### config.mk
export PLATFORM = sky130hd
export DESIGN_NAME = host_mem_vtp
export DESIGN_NICKNAME = d
export VERILOG_FILES = /design/src/rtl/vtp_pkg.sv /design/src/rtl/host_mem_vtp.sv /design/src/rtl/vtp_page_table.sv /design/src/rtl/vtp_rr_arbiter.sv /design/src/rtl/vtp_translate.sv
export VERILOG_INCLUDE_DIRS = /design/src /design/src/include
export SDC_FILE = /design/constraint.sdc
export NUM_CORES = 1
export LEC_CHECK = 0
export CORE_MARGIN = 3
export CORE_UTILIZATION = 40
export DETAILED_ROUTE_END_ITERATION = 8
export DONT_BUFFER_PORTS = 1
export GPL_TIMING_DRIVEN = 0
export PLACE_DENSITY = 0.55
export SETUP_SLACK_MARGIN = 0.5
export SLEW_MARGIN = 25
export SYNTH_ARGS = -nofsm -noshare
export SYNTH_HDL_FRONTEND = slang
export SYNTH_SLANG_ARGS = --single-unit
### constraint.sdc
create_clock -name clk -period 13.5 [get_ports clk]
set_input_delay 4.05 -clock clk [delete_from_list [all_inputs] [get_ports clk]]
set_output_delay 4.05 -clock clk [all_outputs]
set_load 0.01 [all_outputs]
### src/include/vtp_settings.svh
/*
 * Build-time sizing for the address translation subsystem. Widths must keep
 * VTP_PA_WIDTH - VTP_PAGE_BITS equal to the page number width in the package.
 */
`ifndef VTP_SETTINGS_SVH
`define VTP_SETTINGS_SVH

// Virtual address width seen by the request sources
`define VTP_VA_WIDTH 32

// Physical address width driven onto the host port
`define VTP_PA_WIDTH 32

// Offset bits inside one page, passed through untranslated
`define VTP_PAGE_BITS 12

// Depth of the single-level page table
`define VTP_PT_ENTRIES 16

// Request sources, DMA engine first and kernel second
`define VTP_NUM_SOURCES 2

// Write data carried alongside each request
`define VTP_DATA_WIDTH 64

`endif

### src/rtl/vtp_pkg.sv
/*
 * Shared request, lookup and page table entry types.
 * The source id is at least one bit wide even with a single source.
 */
`include "vtp_settings.svh"

package vtp_pkg;

    // Virtual page number width, the part of the address that is translated
    localparam int vpn_w = `VTP_VA_WIDTH - `VTP_PAGE_BITS;

    // Physical page number width held in each table entry
    localparam int ppn_w = `VTP_PA_WIDTH - `VTP_PAGE_BITS;

    // Table index width follows from the entry count
    localparam int pt_idx_w = $clog2(`VTP_PT_ENTRIES);

    // Source id width, never allowed to collapse to zero bits
    localparam int src_w = (`VTP_NUM_SOURCES > 1) ? $clog2(`VTP_NUM_SOURCES) : 1;

    typedef logic [src_w-1:0] src_id_t;

    // Request as issued by a source, before translation
    typedef struct packed {
        logic                       wr;
        logic [`VTP_VA_WIDTH-1:0]   addr;
        logic [`VTP_DATA_WIDTH-1:0] data;
    } va_req_t;

    // Same request after translation, addr now physical
    typedef struct packed {
        logic                       wr;
        logic [`VTP_PA_WIDTH-1:0]   addr;
        logic [`VTP_DATA_WIDTH-1:0] data;
    } mem_req_t;

    // One page table entry, an invalid entry always misses
    typedef struct packed {
        logic             valid;
        logic [ppn_w-1:0] ppn;
    } pt_entry_t;

    // Lookup carries the full page number so range errors can be detected
    typedef struct packed {
        logic [vpn_w-1:0] vpn;
    } pt_lookup_t;

endpackage

### src/rtl/host_mem_vtp.sv
/*
 * Two translated sources sharing one page table and one host memory port.
 * The host port has no back-pressure; read data and responses route by host_req_src.
 */
`timescale 1ns/1ns
`include "vtp_settings.svh"

module host_mem_vtp
    import vtp_pkg::*;
(
    input  logic                          clk,
    input  logic                          rst_n,
    input  logic                          mmio_wr,
    input  logic [pt_idx_w-1:0]           mmio_index,
    input  pt_entry_t                     mmio_entry,
    input  logic [`VTP_NUM_SOURCES-1:0]   req_valid,
    input  va_req_t                       req [`VTP_NUM_SOURCES],
    output logic [`VTP_NUM_SOURCES-1:0]   busy,
    output logic [`VTP_NUM_SOURCES-1:0]   err,
    output logic                          host_req_valid,
    output mem_req_t                      host_req,
    output src_id_t                       host_req_src
);

    // Lookup side, translators to page table
    logic [`VTP_NUM_SOURCES-1:0] lk_valid;
    pt_lookup_t                  lk_req [`VTP_NUM_SOURCES];
    logic                        lk_grant_valid;
    src_id_t                     lk_grant_src;
    pt_lookup_t                  lk_grant;

    // Page table answer, strobe per source and shared payload
    logic [`VTP_NUM_SOURCES-1:0] rsp_valid;
    pt_entry_t                   rsp_entry;
    logic                        rsp_hit;

    // Memory side, translators to host port
    logic [`VTP_NUM_SOURCES-1:0] out_valid;
    mem_req_t                    out_req [`VTP_NUM_SOURCES];

    // ==================================================================
    // One translator per source, index 0 is the DMA engine
    // ==================================================================

    for (genvar s = 0; s < `VTP_NUM_SOURCES; s++) begin : g_src
        vtp_translate i_translate (
            .clk          (clk),
            .rst_n        (rst_n),
            .req_valid    (req_valid[s]),
            .req          (req[s]),
            .busy         (busy[s]),
            .lookup_valid (lk_valid[s]),
            .lookup       (lk_req[s]),
            .rsp_valid    (rsp_valid[s]),
            .rsp_entry    (rsp_entry),
            .rsp_hit      (rsp_hit),
            .out_valid    (out_valid[s]),
            .out_req      (out_req[s]),
            .err          (err[s])
        );
    end

    // ==================================================================
    // Shared page table behind the lookup arbiter
    // ==================================================================

    vtp_rr_arbiter #(.payload_t(pt_lookup_t)) i_lookup_arb (
        .clk           (clk),
        .rst_n         (rst_n),
        .in_valid      (lk_valid),
        .in_payload    (lk_req),
        .grant_valid   (lk_grant_valid),
        .grant_src     (lk_grant_src),
        .grant_payload (lk_grant)
    );

    vtp_page_table i_page_table (
        .clk          (clk),
        .rst_n        (rst_n),
        .mmio_wr      (mmio_wr),
        .mmio_index   (mmio_index),
        .mmio_entry   (mmio_entry),
        .lookup_valid (lk_grant_valid),
        .lookup       (lk_grant),
        .lookup_src   (lk_grant_src),
        .rsp_valid    (rsp_valid),
        .rsp_entry    (rsp_entry),
        .rsp_hit      (rsp_hit)
    );

    // Translated requests merge onto the single host port
    vtp_rr_arbiter #(.payload_t(mem_req_t)) i_mem_arb (
        .clk           (clk),
        .rst_n         (rst_n),
        .in_valid      (out_valid),
        .in_payload    (out_req),
        .grant_valid   (host_req_valid),
        .grant_src     (host_req_src),
        .grant_payload (host_req)
    );

endmodule

### src/rtl/vtp_page_table.sv
/*
 * Single-level page table, written only through MMIO strobes.
 * Lookups answer one cycle later; a write lands before any later lookup.
 */
`timescale 1ns/1ns
`include "vtp_settings.svh"

module vtp_page_table
    import vtp_pkg::*;
(
    input  logic                          clk,
    input  logic                          rst_n,
    input  logic                          mmio_wr,
    input  logic [pt_idx_w-1:0]           mmio_index,
    input  pt_entry_t                     mmio_entry,
    input  logic                          lookup_valid,
    input  pt_lookup_t                    lookup,
    input  src_id_t                       lookup_src,
    output logic [`VTP_NUM_SOURCES-1:0]   rsp_valid,
    output pt_entry_t                     rsp_entry,
    output logic                          rsp_hit
);

    pt_entry_t            table_q [`VTP_PT_ENTRIES];
    logic                 in_range;
    logic [pt_idx_w-1:0]  rd_index;
    pt_entry_t            rd_entry;

    // ==================================================================
    // Table storage
    // ==================================================================

    // Entries start invalid so nothing translates before software fills them
    always_ff @(posedge clk or negedge rst_n) begin
        if (!rst_n) begin
            for (int i = 0; i < `VTP_PT_ENTRIES; i++) begin
                table_q[i] <= '0;
            end
        end else if (mmio_wr) begin
            table_q[mmio_index] <= mmio_entry;
        end
    end

    // ==================================================================
    // Lookup
    // ==================================================================

    // Page numbers past the table depth are a miss, never an alias
    assign in_range = lookup.vpn < vpn_w'(`VTP_PT_ENTRIES);
    assign rd_index = lookup.vpn[pt_idx_w-1:0];
    assign rd_entry = table_q[rd_index];

    // Response strobe is one-hot on the requesting source
    always_ff @(posedge clk or negedge rst_n) begin
        if (!rst_n) begin
            rsp_valid <= '0;
        end else begin
            rsp_valid <= '0;
            if (lookup_valid) begin
                rsp_valid[lookup_src] <= 1'b1;
            end
        end
    end

    // Entry and hit flag are only meaningful alongside rsp_valid
    always_ff @(posedge clk) begin
        rsp_entry <= rd_entry;
        rsp_hit   <= in_range && rd_entry.valid;
    end

    // Software must keep its index inside the table
    a_mmio_index_range: assert property (@(posedge clk) disable iff (!rst_n)
        mmio_wr |-> (int'(mmio_index) < `VTP_PT_ENTRIES));

endmodule

### src/rtl/vtp_rr_arbiter.sv
/*
 * Round-robin merge of strobed payloads with a one-deep slot per source.
 * A source may not strobe again until its previous payload has been granted.
 */
`timescale 1ns/1ns
`include "vtp_settings.svh"

module vtp_rr_arbiter
    import vtp_pkg::*;
#(
    parameter type payload_t = logic
) (
    input  logic                          clk,
    input  logic                          rst_n,
    input  logic [`VTP_NUM_SOURCES-1:0]   in_valid,
    input  payload_t                      in_payload [`VTP_NUM_SOURCES],
    output logic                          grant_valid,
    output src_id_t                       grant_src,
    output payload_t                      grant_payload
);

    logic [`VTP_NUM_SOURCES-1:0] slot_full_q;
    payload_t                    slot_q [`VTP_NUM_SOURCES];
    src_id_t                     ptr_q;
    logic [`VTP_NUM_SOURCES-1:0] pending;
    payload_t                    pend_payload [`VTP_NUM_SOURCES];
    logic                        found;
    src_id_t                     win_src;

    // A fresh strobe competes in the same cycle, so an idle arbiter
    // grants it straight from the input without waiting in the slot
    always_comb begin
        for (int i = 0; i < `VTP_NUM_SOURCES; i++) begin
            pending[i]      = slot_full_q[i] || in_valid[i];
            pend_payload[i] = slot_full_q[i] ? slot_q[i] : in_payload[i];
        end
    end

    // Search starts at the source after the last winner
    always_comb begin
        src_id_t cand;
        found   = 1'b0;
        win_src = '0;
        for (int k = 0; k < `VTP_NUM_SOURCES; k++) begin
            cand = src_id_t'((int'(ptr_q) + k) % `VTP_NUM_SOURCES);
            if (!found && pending[cand]) begin
                found   = 1'b1;
                win_src = cand;
            end
        end
    end

    // ==================================================================
    // Slots, pointer and registered grant
    // ==================================================================

    always_ff @(posedge clk or negedge rst_n) begin
        if (!rst_n) begin
            slot_full_q <= '0;
            ptr_q       <= '0;
            grant_valid <= 1'b0;
        end else begin
            grant_valid <= found;
            if (found) begin
                ptr_q <= src_id_t'((int'(win_src) + 1) % `VTP_NUM_SOURCES);
            end
            for (int i = 0; i < `VTP_NUM_SOURCES; i++) begin
                // Winner's slot empties unless a new strobe refills it
                if (found && win_src == src_id_t'(i)) begin
                    slot_full_q[i] <= slot_full_q[i] && in_valid[i];
                end else begin
                    slot_full_q[i] <= pending[i];
                end
            end
        end
    end

    // Slot payload is held only while slot_full_q says so
    always_ff @(posedge clk) begin
        for (int i = 0; i < `VTP_NUM_SOURCES; i++) begin
            if (in_valid[i] && !(found && win_src == src_id_t'(i) && !slot_full_q[i])) begin
                slot_q[i] <= in_payload[i];
            end
        end
        grant_src     <= win_src;
        grant_payload <= pend_payload[win_src];
    end

    // Relies on the source's busy level keeping one payload in flight
    for (genvar g = 0; g < `VTP_NUM_SOURCES; g++) begin : g_chk
        a_no_slot_overrun: assert property (@(posedge clk) disable iff (!rst_n)
            (in_valid[g] && slot_full_q[g]) |-> (found && win_src == src_id_t'(g)));
    end

endmodule

### src/rtl/vtp_translate.sv
/*
 * Translator for one source, holding a single request at a time.
 * The source must keep req_valid low while busy is high.
 */
`timescale 1ns/1ns
`include "vtp_settings.svh"

module vtp_translate
    import vtp_pkg::*;
(
    input  logic       clk,
    input  logic       rst_n,
    input  logic       req_valid,
    input  va_req_t    req,
    output logic       busy,
    output logic       lookup_valid,
    output pt_lookup_t lookup,
    input  logic       rsp_valid,
    input  pt_entry_t  rsp_entry,
    input  logic       rsp_hit,
    output logic       out_valid,
    output mem_req_t   out_req,
    output logic       err
);

    // Emit lasts one cycle with busy already low, so the
    // source can hand over its next request right away
    typedef enum logic [1:0] {
        st_idle,
        st_wait,
        st_emit
    } state_t;

    state_t           state_q;
    logic             accept;
    va_req_t          req_q;
    logic [ppn_w-1:0] ppn_q;
    logic             hit_q;

    assign accept = req_valid && (state_q != st_wait);

    // ==================================================================
    // Controller
    // ==================================================================

    always_ff @(posedge clk or negedge rst_n) begin
        if (!rst_n) begin
            state_q      <= st_idle;
            lookup_valid <= 1'b0;
        end else begin
            // Lookup goes out in the first cycle of the wait
            lookup_valid <= accept;
            case (state_q)
                st_wait: begin
                    if (rsp_valid) begin
                        state_q <= st_emit;
                    end
                end
                default: begin
                    state_q <= accept ? st_wait : st_idle;
                end
            endcase
        end
    end

    // Request and lookup result are payload, qualified by the state
    always_ff @(posedge clk) begin
        if (accept) begin
            req_q <= req;
        end
        if (state_q == st_wait && rsp_valid) begin
            ppn_q <= rsp_entry.ppn;
            hit_q <= rsp_hit;
        end
    end

    // ==================================================================
    // Outputs
    // ==================================================================

    assign busy       = (state_q == st_wait);
    assign lookup.vpn = req_q.addr[`VTP_VA_WIDTH-1:`VTP_PAGE_BITS];

    // Physical page from the table, offset passed through as sent
    assign out_req.wr   = req_q.wr;
    assign out_req.addr = {ppn_q, req_q.addr[`VTP_PAGE_BITS-1:0]};
    assign out_req.data = req_q.data;

    assign out_valid = (state_q == st_emit) && hit_q;
    assign err       = (state_q == st_emit) && !hit_q;

    // The source side owns this rule, the translator only checks it
    a_no_req_while_busy: assert property (@(posedge clk) disable iff (!rst_n)
        req_valid |-> !busy);

endmodule

==> out/metrics.csv <==
metric,value,unit
fp-row-count,110,
synth.most_common_cell,edfxtp_1,
tightestPinTransition,1.03,ns
leakage,14.9,nW
dp_hpwl,58200,um
min_to,g_src[1].i_translate.ppn_q[12],
grtUsageMet1,0.236,
fin_hold_ws,0.417,ns
rr_endpoint,i_mem_arb.slot_q[0][33],
max_cap_viol_count,0,
place_ws,7.99,ns
final_nets,2346,
synth_warnings,0,
slew_headroom,0.315,
top_usage_layer,met2,
tns,0,ns
reg2reg_from,g_src[0].i_translate.hit_q,
start_kind,flop,
synthCells,2001,
grtUsageTotal,0.174,
netlist_top_cells_area,"edfxtp_1 39%, dfrtp_1 24%, mux2_2 10%, mux2i_1 9.7%, dfxtp_1 7.7%",
finalCritPeriodShare,0.424,
grt_util_met2,0.276,
htreeDepth,3,
synthFlopType,edfxtp_1,
first_pass_iters,5,
drtIter0Drc,1176,
synth_edf_count,470,
p_int,5.56,mW
cts_max_path_buffers,3,
antenna_left,0,
syn_nets,2225,
status,"finished, final reports clean",
routedWlPerCell,24.6,um
hp-class,reg -> reg,
cts_num_sinks,962,
r2r_slack,10.28,ns
avgSynthCellArea,18.2,sq um
core,90100,sq um
ys_top_cells_by_count,"470 x edfxtp_1, 354 x mux2i_1, 352 x dfrtp_1, 335 x mux2_2, 140 x dfxtp_1",
fill_cells,7651,
ys_seq_area_frac,0.706,
totalWireLength,83600,um
cp-end-kind,output pin,
clkPwrFrac,0.362,
max_freq,175,MHz
slew_violations,0,
drt-vias-per-instance,5.22,
rsz0062_at_grt,false,
max-vdd-ir-drop,0.0000970,V
num_vias,17700,
die_h,308,um
drive_above_1_share,0.307,
ys_types,38,
tritoncts,yes,
cts_hold_repair.buffers,0,
clk_pin_slew,0.06,ns
globalplace.congestion,0.763,
power_switching,1.78,mW
period_needed,5.73,ns
crit_type,reg -> out,
antenna_found_initial,7,
grt_pass1_vias,18400,
min_path_cells,0,
synth-seq-cells,962,
p_total,7.34,mW
cts_buffers,101,
swShare,0.243,
cts_setup_buffers,0,
rr_worst_depth,9,
worst_slack,7.77,ns
grt_max_degree,353,
drc,0,
min_from,i_page_table.rsp_entry[12],
syn_area,36400,sq um
grt_pass1_wl,124000,um
area_growth,14.0,%
clock_skew,0.0161,ns
synth.top_cell.area_share,0.387,
dieArea,94700,sq um
die_x,308,um
hold_viol,0,
clock_latency,0.66,ns
p_seq_frac,0.520,
yosysTopAreaCell,edfxtp_1,
start_util,0.404,
grt-ovfl-total,0,
grt_use_met3,0.0443,
port_buffers,0,
setup_viol_count_final,0,
clockRootBuffer,clkbuf_16,
arrival,1.68,ns
utilization,0.460,
p_per_area,177,nW/um^2
required,9.45,ns
postCtsResizedCells,0,
p_comb_frac,0.118,
worstPathMaxFanout,5,
boundaryPins,327,
async_flop_share,0.366,
## registers in the layout (all words and copies together) (netlist names), 4 cells and up
register,cells
i_lookup_arb.slot_q,40
i_lookup_arb.grant_payload,20
i_page_table.table_q,336
g_src.i_translate.ppn_q,40
g_src.i_translate.out_req,154
i_mem_arb.grant_payload,97
i_mem_arb.slot_q,194
i_page_table.rsp_entry,20
g_src.i_translate.lookup,40
g_src.i_translate.state_q,4
## critical path, stage by stage (launching register included)
cell and delay [ns]:
dfrtp_1 0.40, nor2b_1 0.41, buf_4 0.22
## layer usage
metal  vias to the layer above  share of wire
li1                       7851              -
met1                      9306           0.44
met2                       413           0.47
met3                       117          0.063
met4                         8          0.025
met5                         -        0.00063
## power by group through the flow
stage	clock network, mW	logic [mW]	registers (mW)
after floorplan	0	0.631	3.78
after global placement	0	0.822	3.88
after detailed placement	0	0.876	3.87
after CTS	2.75	0.879	3.82
after global routing	2.87	0.938	3.86
final	2.66	0.867	3.81
## worst max path at each step
stage                                    startpoint                                end  slack [ns]  depth (start not counted)
global route        g_src[1].i_translate.state_q[0]                            busy[1]        7.65                          2
finish              g_src[1].i_translate.state_q[0]                            busy[1]        7.77                          2
floorplan                              req_valid[0]  g_src[0].i_translate.lookup_valid        4.62                          1
detailed placement                     req_valid[0]     g_src[0].i_translate.lookup[5]        7.99                          4
CTS                 g_src[0].i_translate.state_q[0]                             err[0]        7.60                          2
global placement                       req_valid[1]  g_src[1].i_translate.lookup_valid        0.66                          1
## per-stage QoR
step,cell area (sq um),cells
detailed placement,38300,3195
global placement,37900,3177
global route,41500,3385
CTS,41500,3385
floorplan,36400,2001
finish,41500,3393
## final cells by class
cell class | count | area (sq um) | area share
buffer | 126 | 657 | 0.0158
clock buffer | 147 | 2830 | 0.0682
inverter | 1 | 3.75 | 0.0000904
antenna | 8 | 20.0 | 0.000482
sequential | 962 | 25700 | 0.620
clock inverter | 43 | 350 | 0.00844
multi-input combinational | 912 | 10100 | 0.243
tap | 1176 | 1470 | 0.0354
timing repair buffer | 18 | 378 | 0.00910
## layout by cell type (no fill, tap or decap), types with 3 or more instances in the layout
cell type,Yosys,final
edfxtp_1,470,470
mux2i_1,354,354
dfrtp_1,352,352
mux2_2,335,335
dfxtp_1,140,140
clkbuf_16,0,103
mux4_2,82,82
clkbuf_1,37,72
buf_2,66,66
a22oi_1,40,40
nand2_1,25,25
nor2_1,21,21
clkinv_2,0,20
buf_4,15,15
clkbuf_8,0,9
clkinv_1,0,9
buf_12,0,9
diode_2,0,8
buf_6,6,6
nor2b_1,8,6
nand2b_1,6,6
clkinvlp_4,0,5
buf_16,0,5
and2_1,6,4
nor4_1,4,4
bufinv_16,0,4
buf_8,0,4
maj3_1,3,3
nand3b_1,3,3
inv_6,0,3
## cell families after synthesis
group                    synth area share
AND/OR/NAND/NOR                    0.0118
multiplexers                        0.252
adder cells (fa/ha/maj)          0.000824
buffers and inverters              0.0181
AO/OA/AOI/OAI                      0.0108
flip-flops                          0.706
Note: power is estimated with default switching activity, not from simulation.
